## src/common/long_pipe_cfg.svh

```systemverilog
`ifndef LONG_PIPE_CFG_SVH
`define LONG_PIPE_CFG_SVH

// datapath and register file sizes.
`define LP_XLEN 32
`define LP_REG_ADDR_W 5

`define LP_OP_W 3 // long-op code width.

// one product or quotient bit per cycle.
`define LP_ITERS `LP_XLEN

`endif

```

## src/common/long_pipe_pkg.sv

```systemverilog
`include "long_pipe_cfg.svh"

package long_pipe_pkg;

  typedef logic [`LP_XLEN-1:0] xword_t;
  typedef logic [`LP_REG_ADDR_W-1:0] reg_addr_t;

  typedef enum logic [`LP_OP_W-1:0] {
    e_op_mulh,
    e_op_mulhsu,
    e_op_mulhu,
    e_op_div,
    e_op_divu,
    e_op_rem,
    e_op_remu
  } long_op_e;

  // e_wb holds the result until yumi.
  typedef enum logic [1:0] {
    e_idle,
    e_mul,
    e_div,
    e_wb
  } ctrl_state_e;

  typedef struct packed {
    logic      v;
    long_op_e  op;
    reg_addr_t rd_addr;
    xword_t    src1;
    xword_t    src2;
  } reservation_s;

  typedef struct packed {
    logic      rd_w_v;
    reg_addr_t rd_addr;
    xword_t    rd_data;
  } wb_pkt_s;

endpackage

```

## src/verilog/long_pipe_ctrl.sv

```systemverilog
`timescale 1ns/1ns

module long_pipe_ctrl (
  input  logic                         clk_i,
  input  logic                         arst_n_i,
  input  long_pipe_pkg::reservation_s  reservation_i,
  input  logic                         flush_i,
  input  logic                         wb_yumi_i,
  output logic                         busy_o,
  output logic                         wb_v_o,
  output long_pipe_pkg::wb_pkt_s       wb_pkt_o,
  output logic                         mul_start_o,
  output logic                         div_start_o,
  output long_pipe_pkg::xword_t        opa_o,
  output long_pipe_pkg::xword_t        opb_o,
  output logic                         signed_a_o,
  output logic                         signed_b_o,
  output logic                         kill_o,
  input  logic                         mul_done_i,
  input  long_pipe_pkg::xword_t        mul_result_i,
  input  logic                         div_done_i,
  input  long_pipe_pkg::xword_t        quotient_i,
  input  long_pipe_pkg::xword_t        remainder_i
);

  long_pipe_pkg::ctrl_state_e state_r;
  long_pipe_pkg::ctrl_state_e state_n;
  long_pipe_pkg::long_op_e    op_r;
  long_pipe_pkg::reg_addr_t   rd_addr_r;
  long_pipe_pkg::xword_t      wb_data_r;
  long_pipe_pkg::xword_t      result_sel;
  logic                       accept;
  logic                       is_mul;
  logic                       capture;

  assign is_mul = reservation_i.op inside {long_pipe_pkg::e_op_mulh,
                                           long_pipe_pkg::e_op_mulhsu,
                                           long_pipe_pkg::e_op_mulhu};

  // a flush also drops a reservation arriving in the same cycle.
  assign accept = reservation_i.v & (state_r == long_pipe_pkg::e_idle) & ~flush_i;

  assign signed_a_o = reservation_i.op inside {long_pipe_pkg::e_op_mulh,
                                               long_pipe_pkg::e_op_mulhsu,
                                               long_pipe_pkg::e_op_div,
                                               long_pipe_pkg::e_op_rem};
  assign signed_b_o = reservation_i.op inside {long_pipe_pkg::e_op_mulh,
                                               long_pipe_pkg::e_op_div,
                                               long_pipe_pkg::e_op_rem};

  assign opa_o       = reservation_i.src1; // units latch on start.
  assign opb_o       = reservation_i.src2;
  assign mul_start_o = accept & is_mul;
  assign div_start_o = accept & ~is_mul;

  assign busy_o = reservation_i.v | (state_r != long_pipe_pkg::e_idle);
  assign kill_o = flush_i & busy_o;

  always_comb begin
    case (op_r)
      long_pipe_pkg::e_op_div, long_pipe_pkg::e_op_divu: result_sel = quotient_i;
      long_pipe_pkg::e_op_rem, long_pipe_pkg::e_op_remu: result_sel = remainder_i;
      default: result_sel = mul_result_i; // mulh variants.
    endcase
  end

  assign capture = ((state_r == long_pipe_pkg::e_mul) & mul_done_i) |
                   ((state_r == long_pipe_pkg::e_div) & div_done_i);

  always_comb begin
    state_n = state_r;
    case (state_r)
      long_pipe_pkg::e_idle: begin
        if (accept) state_n = is_mul ? long_pipe_pkg::e_mul : long_pipe_pkg::e_div;
      end
      long_pipe_pkg::e_mul: begin
        if (mul_done_i) state_n = long_pipe_pkg::e_wb;
      end
      long_pipe_pkg::e_div: begin
        if (div_done_i) state_n = long_pipe_pkg::e_wb;
      end
      long_pipe_pkg::e_wb: begin
        if (wb_yumi_i) state_n = long_pipe_pkg::e_idle;
      end
      default: state_n = long_pipe_pkg::e_idle;
    endcase
    if (flush_i) state_n = long_pipe_pkg::e_idle;
  end

  always_ff @(posedge clk_i or negedge arst_n_i) begin
    if (!arst_n_i) begin
      state_r <= long_pipe_pkg::e_idle;
    end else begin
      state_r <= state_n;
    end
  end

  always_ff @(posedge clk_i) begin
    if (accept) begin
      op_r      <= reservation_i.op;
      rd_addr_r <= reservation_i.rd_addr;
    end
    if (capture) wb_data_r <= result_sel;
  end

  assign wb_v_o = (state_r == long_pipe_pkg::e_wb) & ~flush_i;

  assign wb_pkt_o = '{rd_w_v: wb_v_o, rd_addr: rd_addr_r, rd_data: wb_data_r};

  // consumer only takes a packet that is offered.
  yumi_needs_valid: assert property (@(posedge clk_i) disable iff (!arst_n_i)
    (wb_yumi_i && !flush_i) |-> wb_v_o);

  // issue stage honours busy.
  no_issue_when_busy: assert property (@(posedge clk_i) disable iff (!arst_n_i)
    reservation_i.v |-> (state_r == long_pipe_pkg::e_idle));

  // done must come from the unit running the op.
  mul_done_matches: assert property (@(posedge clk_i) disable iff (!arst_n_i)
    mul_done_i |-> (state_r == long_pipe_pkg::e_mul));
  div_done_matches: assert property (@(posedge clk_i) disable iff (!arst_n_i)
    div_done_i |-> (state_r == long_pipe_pkg::e_div));

endmodule

```

## src/muldiv/imul_iterative.sv

```systemverilog
`timescale 1ns/1ns
`include "long_pipe_cfg.svh"

module imul_iterative (
  input  logic                  clk_i,
  input  logic                  arst_n_i,
  input  logic                  kill_i,
  input  logic                  start_i,
  input  long_pipe_pkg::xword_t opa_i,
  input  long_pipe_pkg::xword_t opb_i,
  input  logic                  signed_a_i,
  input  logic                  signed_b_i,
  output logic                  done_o,
  output long_pipe_pkg::xword_t result_o
);

  localparam int cnt_w_lp = $clog2(`LP_ITERS);

  logic                        busy_r;
  logic                        done_r;
  logic                        neg_r;
  logic [cnt_w_lp-1:0]         cnt_r;
  logic [2*`LP_XLEN-1:0]       mcand_r;
  logic [2*`LP_XLEN-1:0]       prod_r;
  logic [2*`LP_XLEN-1:0]       prod_sum;
  logic [2*`LP_XLEN-1:0]       prod_fin;
  long_pipe_pkg::xword_t       mplr_r;
  long_pipe_pkg::xword_t       result_r;
  long_pipe_pkg::xword_t       mag_a;
  long_pipe_pkg::xword_t       mag_b;
  logic                        neg_a;
  logic                        neg_b;

  assign neg_a = signed_a_i & opa_i[`LP_XLEN-1];
  assign neg_b = signed_b_i & opb_i[`LP_XLEN-1];
  assign mag_a = neg_a ? -opa_i : opa_i;
  assign mag_b = neg_b ? -opb_i : opb_i; // most negative maps to 2**(xlen-1).

  assign prod_sum = prod_r + (mplr_r[0] ? mcand_r : '0);
  assign prod_fin = neg_r ? -prod_sum : prod_sum;

  always_ff @(posedge clk_i or negedge arst_n_i) begin
    if (!arst_n_i) begin
      busy_r <= 1'b0;
      done_r <= 1'b0;
      cnt_r  <= '0;
    end else if (kill_i) begin
      busy_r <= 1'b0;
      done_r <= 1'b0;
    end else begin
      done_r <= 1'b0;
      if (start_i) begin
        busy_r <= 1'b1;
        cnt_r  <= '0;
      end else if (busy_r) begin
        cnt_r <= cnt_r + 1'b1;
        if (cnt_r == cnt_w_lp'(`LP_ITERS-1)) begin
          busy_r <= 1'b0;
          done_r <= 1'b1;
        end
      end
    end
  end

  always_ff @(posedge clk_i) begin
    if (start_i) begin
      neg_r   <= neg_a ^ neg_b;
      mcand_r <= {{`LP_XLEN{1'b0}}, mag_a};
      mplr_r  <= mag_b;
      prod_r  <= '0;
    end else if (busy_r) begin
      prod_r   <= prod_sum;
      mcand_r  <= mcand_r << 1;
      mplr_r   <= mplr_r >> 1;
      result_r <= prod_fin[2*`LP_XLEN-1:`LP_XLEN]; // final on the last step.
    end
  end

  assign done_o   = done_r;
  assign result_o = result_r;

  no_start_when_busy: assert property (@(posedge clk_i) disable iff (!arst_n_i)
    start_i |-> !busy_r);

endmodule

```

## src/muldiv/idiv_iterative.sv

```systemverilog
`timescale 1ns/1ns
`include "long_pipe_cfg.svh"

module idiv_iterative (
  input  logic                  clk_i,
  input  logic                  arst_n_i,
  input  logic                  kill_i,
  input  logic                  start_i,
  input  long_pipe_pkg::xword_t dividend_i,
  input  long_pipe_pkg::xword_t divisor_i,
  input  logic                  signed_i,
  output logic                  done_o,
  output long_pipe_pkg::xword_t quotient_o,
  output long_pipe_pkg::xword_t remainder_o
);

  localparam int cnt_w_lp = $clog2(`LP_ITERS);

  typedef enum logic [1:0] {
    e_div_idle,
    e_div_run,
    e_div_fix
  } div_state_e;

  div_state_e            state_r;
  logic [cnt_w_lp-1:0]   cnt_r;
  logic                  done_r;
  logic                  neg_q_r;
  logic                  neg_rem_r;
  long_pipe_pkg::xword_t dvsr_r;
  long_pipe_pkg::xword_t quot_r;
  long_pipe_pkg::xword_t rem_r;
  long_pipe_pkg::xword_t quotient_r;
  long_pipe_pkg::xword_t remainder_r;
  long_pipe_pkg::xword_t mag_n;
  long_pipe_pkg::xword_t mag_d;
  logic [`LP_XLEN:0]     shifted;
  logic [`LP_XLEN:0]     diff;
  logic                  neg_n;
  logic                  neg_d;
  logic                  div_zero;
  logic                  overflow;

  assign neg_n = signed_i & dividend_i[`LP_XLEN-1];
  assign neg_d = signed_i & divisor_i[`LP_XLEN-1];
  assign mag_n = neg_n ? -dividend_i : dividend_i;
  assign mag_d = neg_d ? -divisor_i : divisor_i;

  assign div_zero = (divisor_i == '0);
  assign overflow = signed_i & (dividend_i == {1'b1, {(`LP_XLEN-1){1'b0}}}) &
                    (divisor_i == '1);

  // partial remainder with the next dividend bit shifted in.
  assign shifted = {rem_r, quot_r[`LP_XLEN-1]};
  assign diff    = shifted - {1'b0, dvsr_r}; // msb set means no subtract.

  always_ff @(posedge clk_i or negedge arst_n_i) begin
    if (!arst_n_i) begin
      state_r <= e_div_idle;
      cnt_r   <= '0;
      done_r  <= 1'b0;
    end else if (kill_i) begin
      state_r <= e_div_idle;
      done_r  <= 1'b0;
    end else begin
      done_r <= 1'b0;
      case (state_r)
        e_div_idle: begin
          if (start_i && (div_zero || overflow)) begin
            done_r <= 1'b1; // special cases finish at once.
          end else if (start_i) begin
            state_r <= e_div_run;
            cnt_r   <= '0;
          end
        end
        e_div_run: begin
          cnt_r <= cnt_r + 1'b1;
          if (cnt_r == cnt_w_lp'(`LP_ITERS-1)) state_r <= e_div_fix;
        end
        default: begin
          state_r <= e_div_idle;
          done_r  <= 1'b1;
        end
      endcase
    end
  end

  always_ff @(posedge clk_i) begin
    if (start_i) begin
      if (div_zero) begin
        quotient_r  <= '1;
        remainder_r <= dividend_i;
      end else if (overflow) begin
        quotient_r  <= dividend_i;
        remainder_r <= '0;
      end
      dvsr_r    <= mag_d;
      quot_r    <= mag_n;
      rem_r     <= '0;
      neg_q_r   <= neg_n ^ neg_d;
      neg_rem_r <= neg_n; // remainder follows the dividend.
    end else if (state_r == e_div_run) begin
      rem_r  <= diff[`LP_XLEN] ? shifted[`LP_XLEN-1:0] : diff[`LP_XLEN-1:0];
      quot_r <= {quot_r[`LP_XLEN-2:0], ~diff[`LP_XLEN]};
    end else if (state_r == e_div_fix) begin
      quotient_r  <= neg_q_r ? -quot_r : quot_r;
      remainder_r <= neg_rem_r ? -rem_r : rem_r;
    end
  end

  assign done_o      = done_r;
  assign quotient_o  = quotient_r;
  assign remainder_o = remainder_r;

  no_start_when_busy: assert property (@(posedge clk_i) disable iff (!arst_n_i)
    start_i |-> (state_r == e_div_idle));

endmodule

```

## src/verilog/long_pipe_top.sv

```systemverilog
`timescale 1ns/1ns

module long_pipe_top (
  input  logic                        clk_i,
  input  logic                        arst_n_i,
  input  long_pipe_pkg::reservation_s reservation_i,
  input  logic                        flush_i,
  input  logic                        wb_yumi_i,
  output logic                        busy_o,
  output logic                        wb_v_o,
  output long_pipe_pkg::wb_pkt_s      wb_pkt_o
);

  logic                  mul_start;
  logic                  div_start;
  logic                  signed_a;
  logic                  signed_b;
  logic                  kill;
  logic                  mul_done;
  logic                  div_done;
  long_pipe_pkg::xword_t opa;
  long_pipe_pkg::xword_t opb;
  long_pipe_pkg::xword_t mul_result;
  long_pipe_pkg::xword_t quotient;
  long_pipe_pkg::xword_t remainder;

  long_pipe_ctrl u_ctrl (
    .clk_i         (clk_i),
    .arst_n_i      (arst_n_i),
    .reservation_i (reservation_i),
    .flush_i       (flush_i),
    .wb_yumi_i     (wb_yumi_i),
    .busy_o        (busy_o),
    .wb_v_o        (wb_v_o),
    .wb_pkt_o      (wb_pkt_o),
    .mul_start_o   (mul_start),
    .div_start_o   (div_start),
    .opa_o         (opa),
    .opb_o         (opb),
    .signed_a_o    (signed_a),
    .signed_b_o    (signed_b),
    .kill_o        (kill),
    .mul_done_i    (mul_done),
    .mul_result_i  (mul_result),
    .div_done_i    (div_done),
    .quotient_i    (quotient),
    .remainder_i   (remainder)
  );

  imul_iterative u_imul (
    .clk_i      (clk_i),
    .arst_n_i   (arst_n_i),
    .kill_i     (kill),
    .start_i    (mul_start),
    .opa_i      (opa),
    .opb_i      (opb),
    .signed_a_i (signed_a),
    .signed_b_i (signed_b),
    .done_o     (mul_done),
    .result_o   (mul_result)
  );

  // div and rem have equal operand signedness.
  idiv_iterative u_idiv (
    .clk_i       (clk_i),
    .arst_n_i    (arst_n_i),
    .kill_i      (kill),
    .start_i     (div_start),
    .dividend_i  (opa),
    .divisor_i   (opb),
    .signed_i    (signed_a),
    .done_o      (div_done),
    .quotient_o  (quotient),
    .remainder_o (remainder)
  );

endmodule

```

## config.mk

```make
export PLATFORM = sky130hd
export DESIGN_NAME = long_pipe_top
export DESIGN_NICKNAME = d
export VERILOG_FILES = /design/src/common/long_pipe_pkg.sv /design/src/verilog/long_pipe_ctrl.sv /design/src/muldiv/imul_iterative.sv /design/src/muldiv/idiv_iterative.sv /design/src/verilog/long_pipe_top.sv
export VERILOG_INCLUDE_DIRS = /design/src /design/src/common
export SDC_FILE = /design/constraint.sdc
export NUM_CORES = 1
export LEC_CHECK = 0
export ABC_AREA = 1
export BUFFER_PORTS_ARGS = -buffer_cell sky130_fd_sc_hd__clkbuf_2
export CAP_MARGIN = 20
export CELL_PAD_IN_SITES_DETAIL_PLACEMENT = 1
export CELL_PAD_IN_SITES_GLOBAL_PLACEMENT = 1
export CORE_MARGIN = 2
export CORE_UTILIZATION = 50
export DETAILED_ROUTE_END_ITERATION = 7
export GPL_ROUTABILITY_DRIVEN = 0
export PLACE_DENSITY = 0.87
export SYNTH_ARGS = -nofsm -noshare
export SYNTH_HDL_FRONTEND = slang
export SYNTH_SLANG_ARGS = --single-unit
```

## constraint.sdc

```tcl
create_clock -name clk_i -period 5.7 [get_ports clk_i]
set_clock_uncertainty 0.05 [all_clocks]
set_input_delay 1.14 -clock clk_i [delete_from_list [all_inputs] [get_ports clk_i]]
set_output_delay 1.14 -clock clk_i [all_outputs]
set_load 0.02 [all_outputs]
```

==> results.json <==
{
  "status": "completed",
  "clk_pin_slew_worst_paths_ps": 70,
  "grt_use_met2": 0.603,
  "pin_count": 117,
  "timing.final.crit_share": 0.820,
  "combPwrFrac": 0.494,
  "crit_arrival_ps": 5010,
  "clkLatencyLatePin_ps": 620,
  "cp_data_required_time_ps": 6030,
  "core_mm2": 0.0579,
  "power.internal_w": 0.00847,
  "grt_pass1_vias": 29800,
  "antenna_found_initial": 7,
  "multiInputGateArea_mm2": 0.0151,
  "met3_usage": 0.0623,
  "firstDrtPassIters": 6,
  "power.density_mw_per_mm2": 502,
  "antenna_cells": 0,
  "switchingPower_w": 0.00779,
  "yosysWarnings": 0,
  "dieWidth_um": 247,
  "startpoint_type": "flop",
  "syn_nets": 4490,
  "vdd_drop_max_uv": 302,
  "htree_num_levels": 2,
  "nNetsFinal": 4571,
  "cap_violations": 0,
  "cts_setup_buffers": 0,
  "synth_cell_types": 58,
  "grt_pass1_wl_um": 172000,
  "synth_top_area_frac": 0.273,
  "syn_avg_cell_area_um2": 6.84,
  "vias": 30000,
  "worst_slew_pin_slew_ps": 1090,
  "track_usage": 0.369,
  "cts_sinks": 412,
  "regArea_mm2": 0.0110,
  "final_common_cell": "nand2_1",
  "grt_max_degree": 113,
  "std_cell_rows": 88,
  "die_y_um": 247,
  "post_drt_wl_per_cell_um": 21.9,
  "area_delta_synth_final_pct": 10.2,
  "fillCellCount": 7716,
  "grt_overflow_total": 0,
  "dieArea_mm2": 0.0608,
  "criticalPathCategory": "reg -> reg",
  "cts_hold_buf": 0,
  "antenna_left": 0,
  "cts_buffer_depth": 3,
  "hold_violations": 0,
  "yosysSeqAreaShare": 0.374,
  "start_util": 0.508,
  "crit_fanout": 52,
  "layout_common_cells": "1,377 x nand2_1, 746 x inv_1, 352 x nor2_1",
  "ys.flop_type": "edfxtp_1",
  "setup_viol": 0,
  "io_buffers": 116,
  "seq_power_share": 0.305,
  "hpwl_um": 87400,
  "swShare": 0.479,
  "viasPerCell": 5.79,
  "synthTopCellsByArea": "edfxtp_1 27%, nand2_1 18%, inv_1 9.6%",
  "min_path_type": "in -> async",
  "slew_viol_final": 0,
  "grtUsageMet1": 0.486,
  "fmax_mhz": 214,
  "drt_iter0_markers": 2731,
  "ctsResizeCount": 0,
  "cts-root-buf": "clkbuf_16",
  "post_route_cells_drive_above_1_share": 0.0753,
  "reg_top3": "u_imul.mcand_r: 64 flops, u_imul.prod_r: 64 flops",
  "pre_cts_ws_ps": 1160,
  "fin_crit_ps": 4680,
  "async_flop_share": 0.0413,
  "relSlewSlack": 0.272,
  "worst_slack_ps": 1020,
  "p_clk_frac": 0.200,
  "finalWirelength_um": 113000,
  "numCtsBuffers": 50,
  "synth_cells": 4302,
  "yosysTopAreaCell": "edfxtp_1",
  "synth-edff-count": 267,
  "ys_seq_elements": 412,
  "busiest_layer": "met2",
  "tns_ps": 0,
  "tritoncts": "yes",
  "rsz0062_at_grt": "no",
  "drc": 0,
  "leakagePower_nw": 16.1,
  "end_kind": "flop",
  "synth_area_mm2": 0.0294
}
stage by stage:
step | cells | power (W) | hold slack, ps | utilization | area [um^2]
floorplan | 4302 | 0.0100 | 378 | - | 29400
global placement | 5095 | 0.0123 | 395 | 0.532 | 30800
detailed placement | 5096 | 0.0127 | 405 | 0.532 | 30800
CTS | 5187 | 0.0160 | 405 | 0.560 | 32400
global route | 5187 | 0.0171 | 431 | 0.560 | 32400
finish | 5187 | 0.0163 | 412 | 0.560 | 32400
final cells by class:
class                      instances  area share
sequential                       412       0.340
tap                              765      0.0295
timing repair buffer             139      0.0247
inverter                         773      0.0896
multi-input combinational       3007       0.467
clock buffer                      60      0.0417
clock inverter                    31     0.00842
metal layers:
| metal | vias to the layer above | wire length, um |
|---|---|---|
| met5 | - | 133 |
| met4 | 14 | 5060 |
| met3 | 295 | 9220 |
| met2 | 1348 | 51300 |
| met1 | 14400 | 47700 |
| li1 | 14000 | - |
synth_stat cells (all sizes together) (2+ instances only):
library cell,instances
dfxtp,128
a22o,10
nor3b,2
xnor2,40
a21oi,156
xor2,89
ha,109
a21boi,2
o21ai,293
inv,768
and2,3
a31oi,16
clkinv,5
nand4,41
or2,5
fa,2
clkbuf,94
nand3,167
o31ai,7
a221oi,2
and3,2
nor2,383
nand2,1403
o311ai,2
a21o,8
a32o,2
buf,16
o21bai,9
nor4,22
nor3,68
o221ai,33
edfxtp,267
o211ai,52
dfrtp,17
nand3b,28
o21a,5
o22ai,41
power groups by stage:
| stage | sequential [W] | combinational, W | clock [W] |
|---|---|---|---|
| 2_1_floorplan | 0.00473 | 0.00530 | 0 |
| 3_3_place_gp | 0.00493 | 0.00737 | 0 |
| 3_5_place_dp | 0.00497 | 0.00769 | 0 |
| 4_1_cts | 0.00493 | 0.00785 | 0.00327 |
| 5_1_grt | 0.00503 | 0.00875 | 0.00337 |
| 6_report | 0.00496 | 0.00804 | 0.00326 |
worst paths after layout:
check                                         startpoint                            end  slack, ps  cells past startpoint
hold / removal                                  arst_n_i    u_idiv.cnt_r[3]$_DFFE_PN0P_        410                      1
setup reg to reg              u_imul.mplr_r[0]$_DFFE_PN_  u_imul.result_o[12]$_DFFE_PP_       1020                     23
min in group clk_i         u_imul.prod_r[4]$_SDFFE_PP0P_  u_imul.prod_r[4]$_SDFFE_PP0P_        410                      2
hold reg to reg            u_imul.prod_r[4]$_SDFFE_PP0P_  u_imul.prod_r[4]$_SDFFE_PP0P_        410                      2
max in group asynchronous                       arst_n_i  u_ctrl.state_r[1]$_DFFE_PN0P_       4860                      1
setup / recovery              u_imul.mplr_r[0]$_DFFE_PN_  u_imul.result_o[12]$_DFFE_PP_       1020                     23
logic make-up (layout without fill, tap and decap cells):
| family | Yosys count | after routing | share of synthesized area |
|---|---|---|---|
| AO/OA/AOI/OAI | 640 | 640 | 0.125 |
| flip-flops | 412 | 412 | 0.374 |
| multiplexers | 1 | 1 | 0.000340 |
| AND/OR/NAND/NOR | 2126 | 2126 | 0.300 |
| adder cells (fa/ha/maj) | 111 | 111 | 0.0477 |
| XOR/XNOR | 129 | 129 | 0.0384 |
| buffers and inverters | 883 | 1003 | 0.114 |
critical path, cell delays in order (launching register included):
cell	delay (ps)
edfxtp_1	610
buf_12	290
nand2_1	110
inv_1	50
ha_1	400
nand2_1	140
nor2_1	160
inv_1	110
nor2_1	150
inv_1	130
nor2_2	370
nand3_1	320
nand3_1	180
nand2_1	80
nand2_2	170
nand2_1	100
nor2_1	180
nand2_1	100
nor2_1	250
nand3b_1	160
nand2_1	90
nand2_1	60
nand2_1	60
inv_1	50
Note: power is estimated with default switching activity, not from simulation.
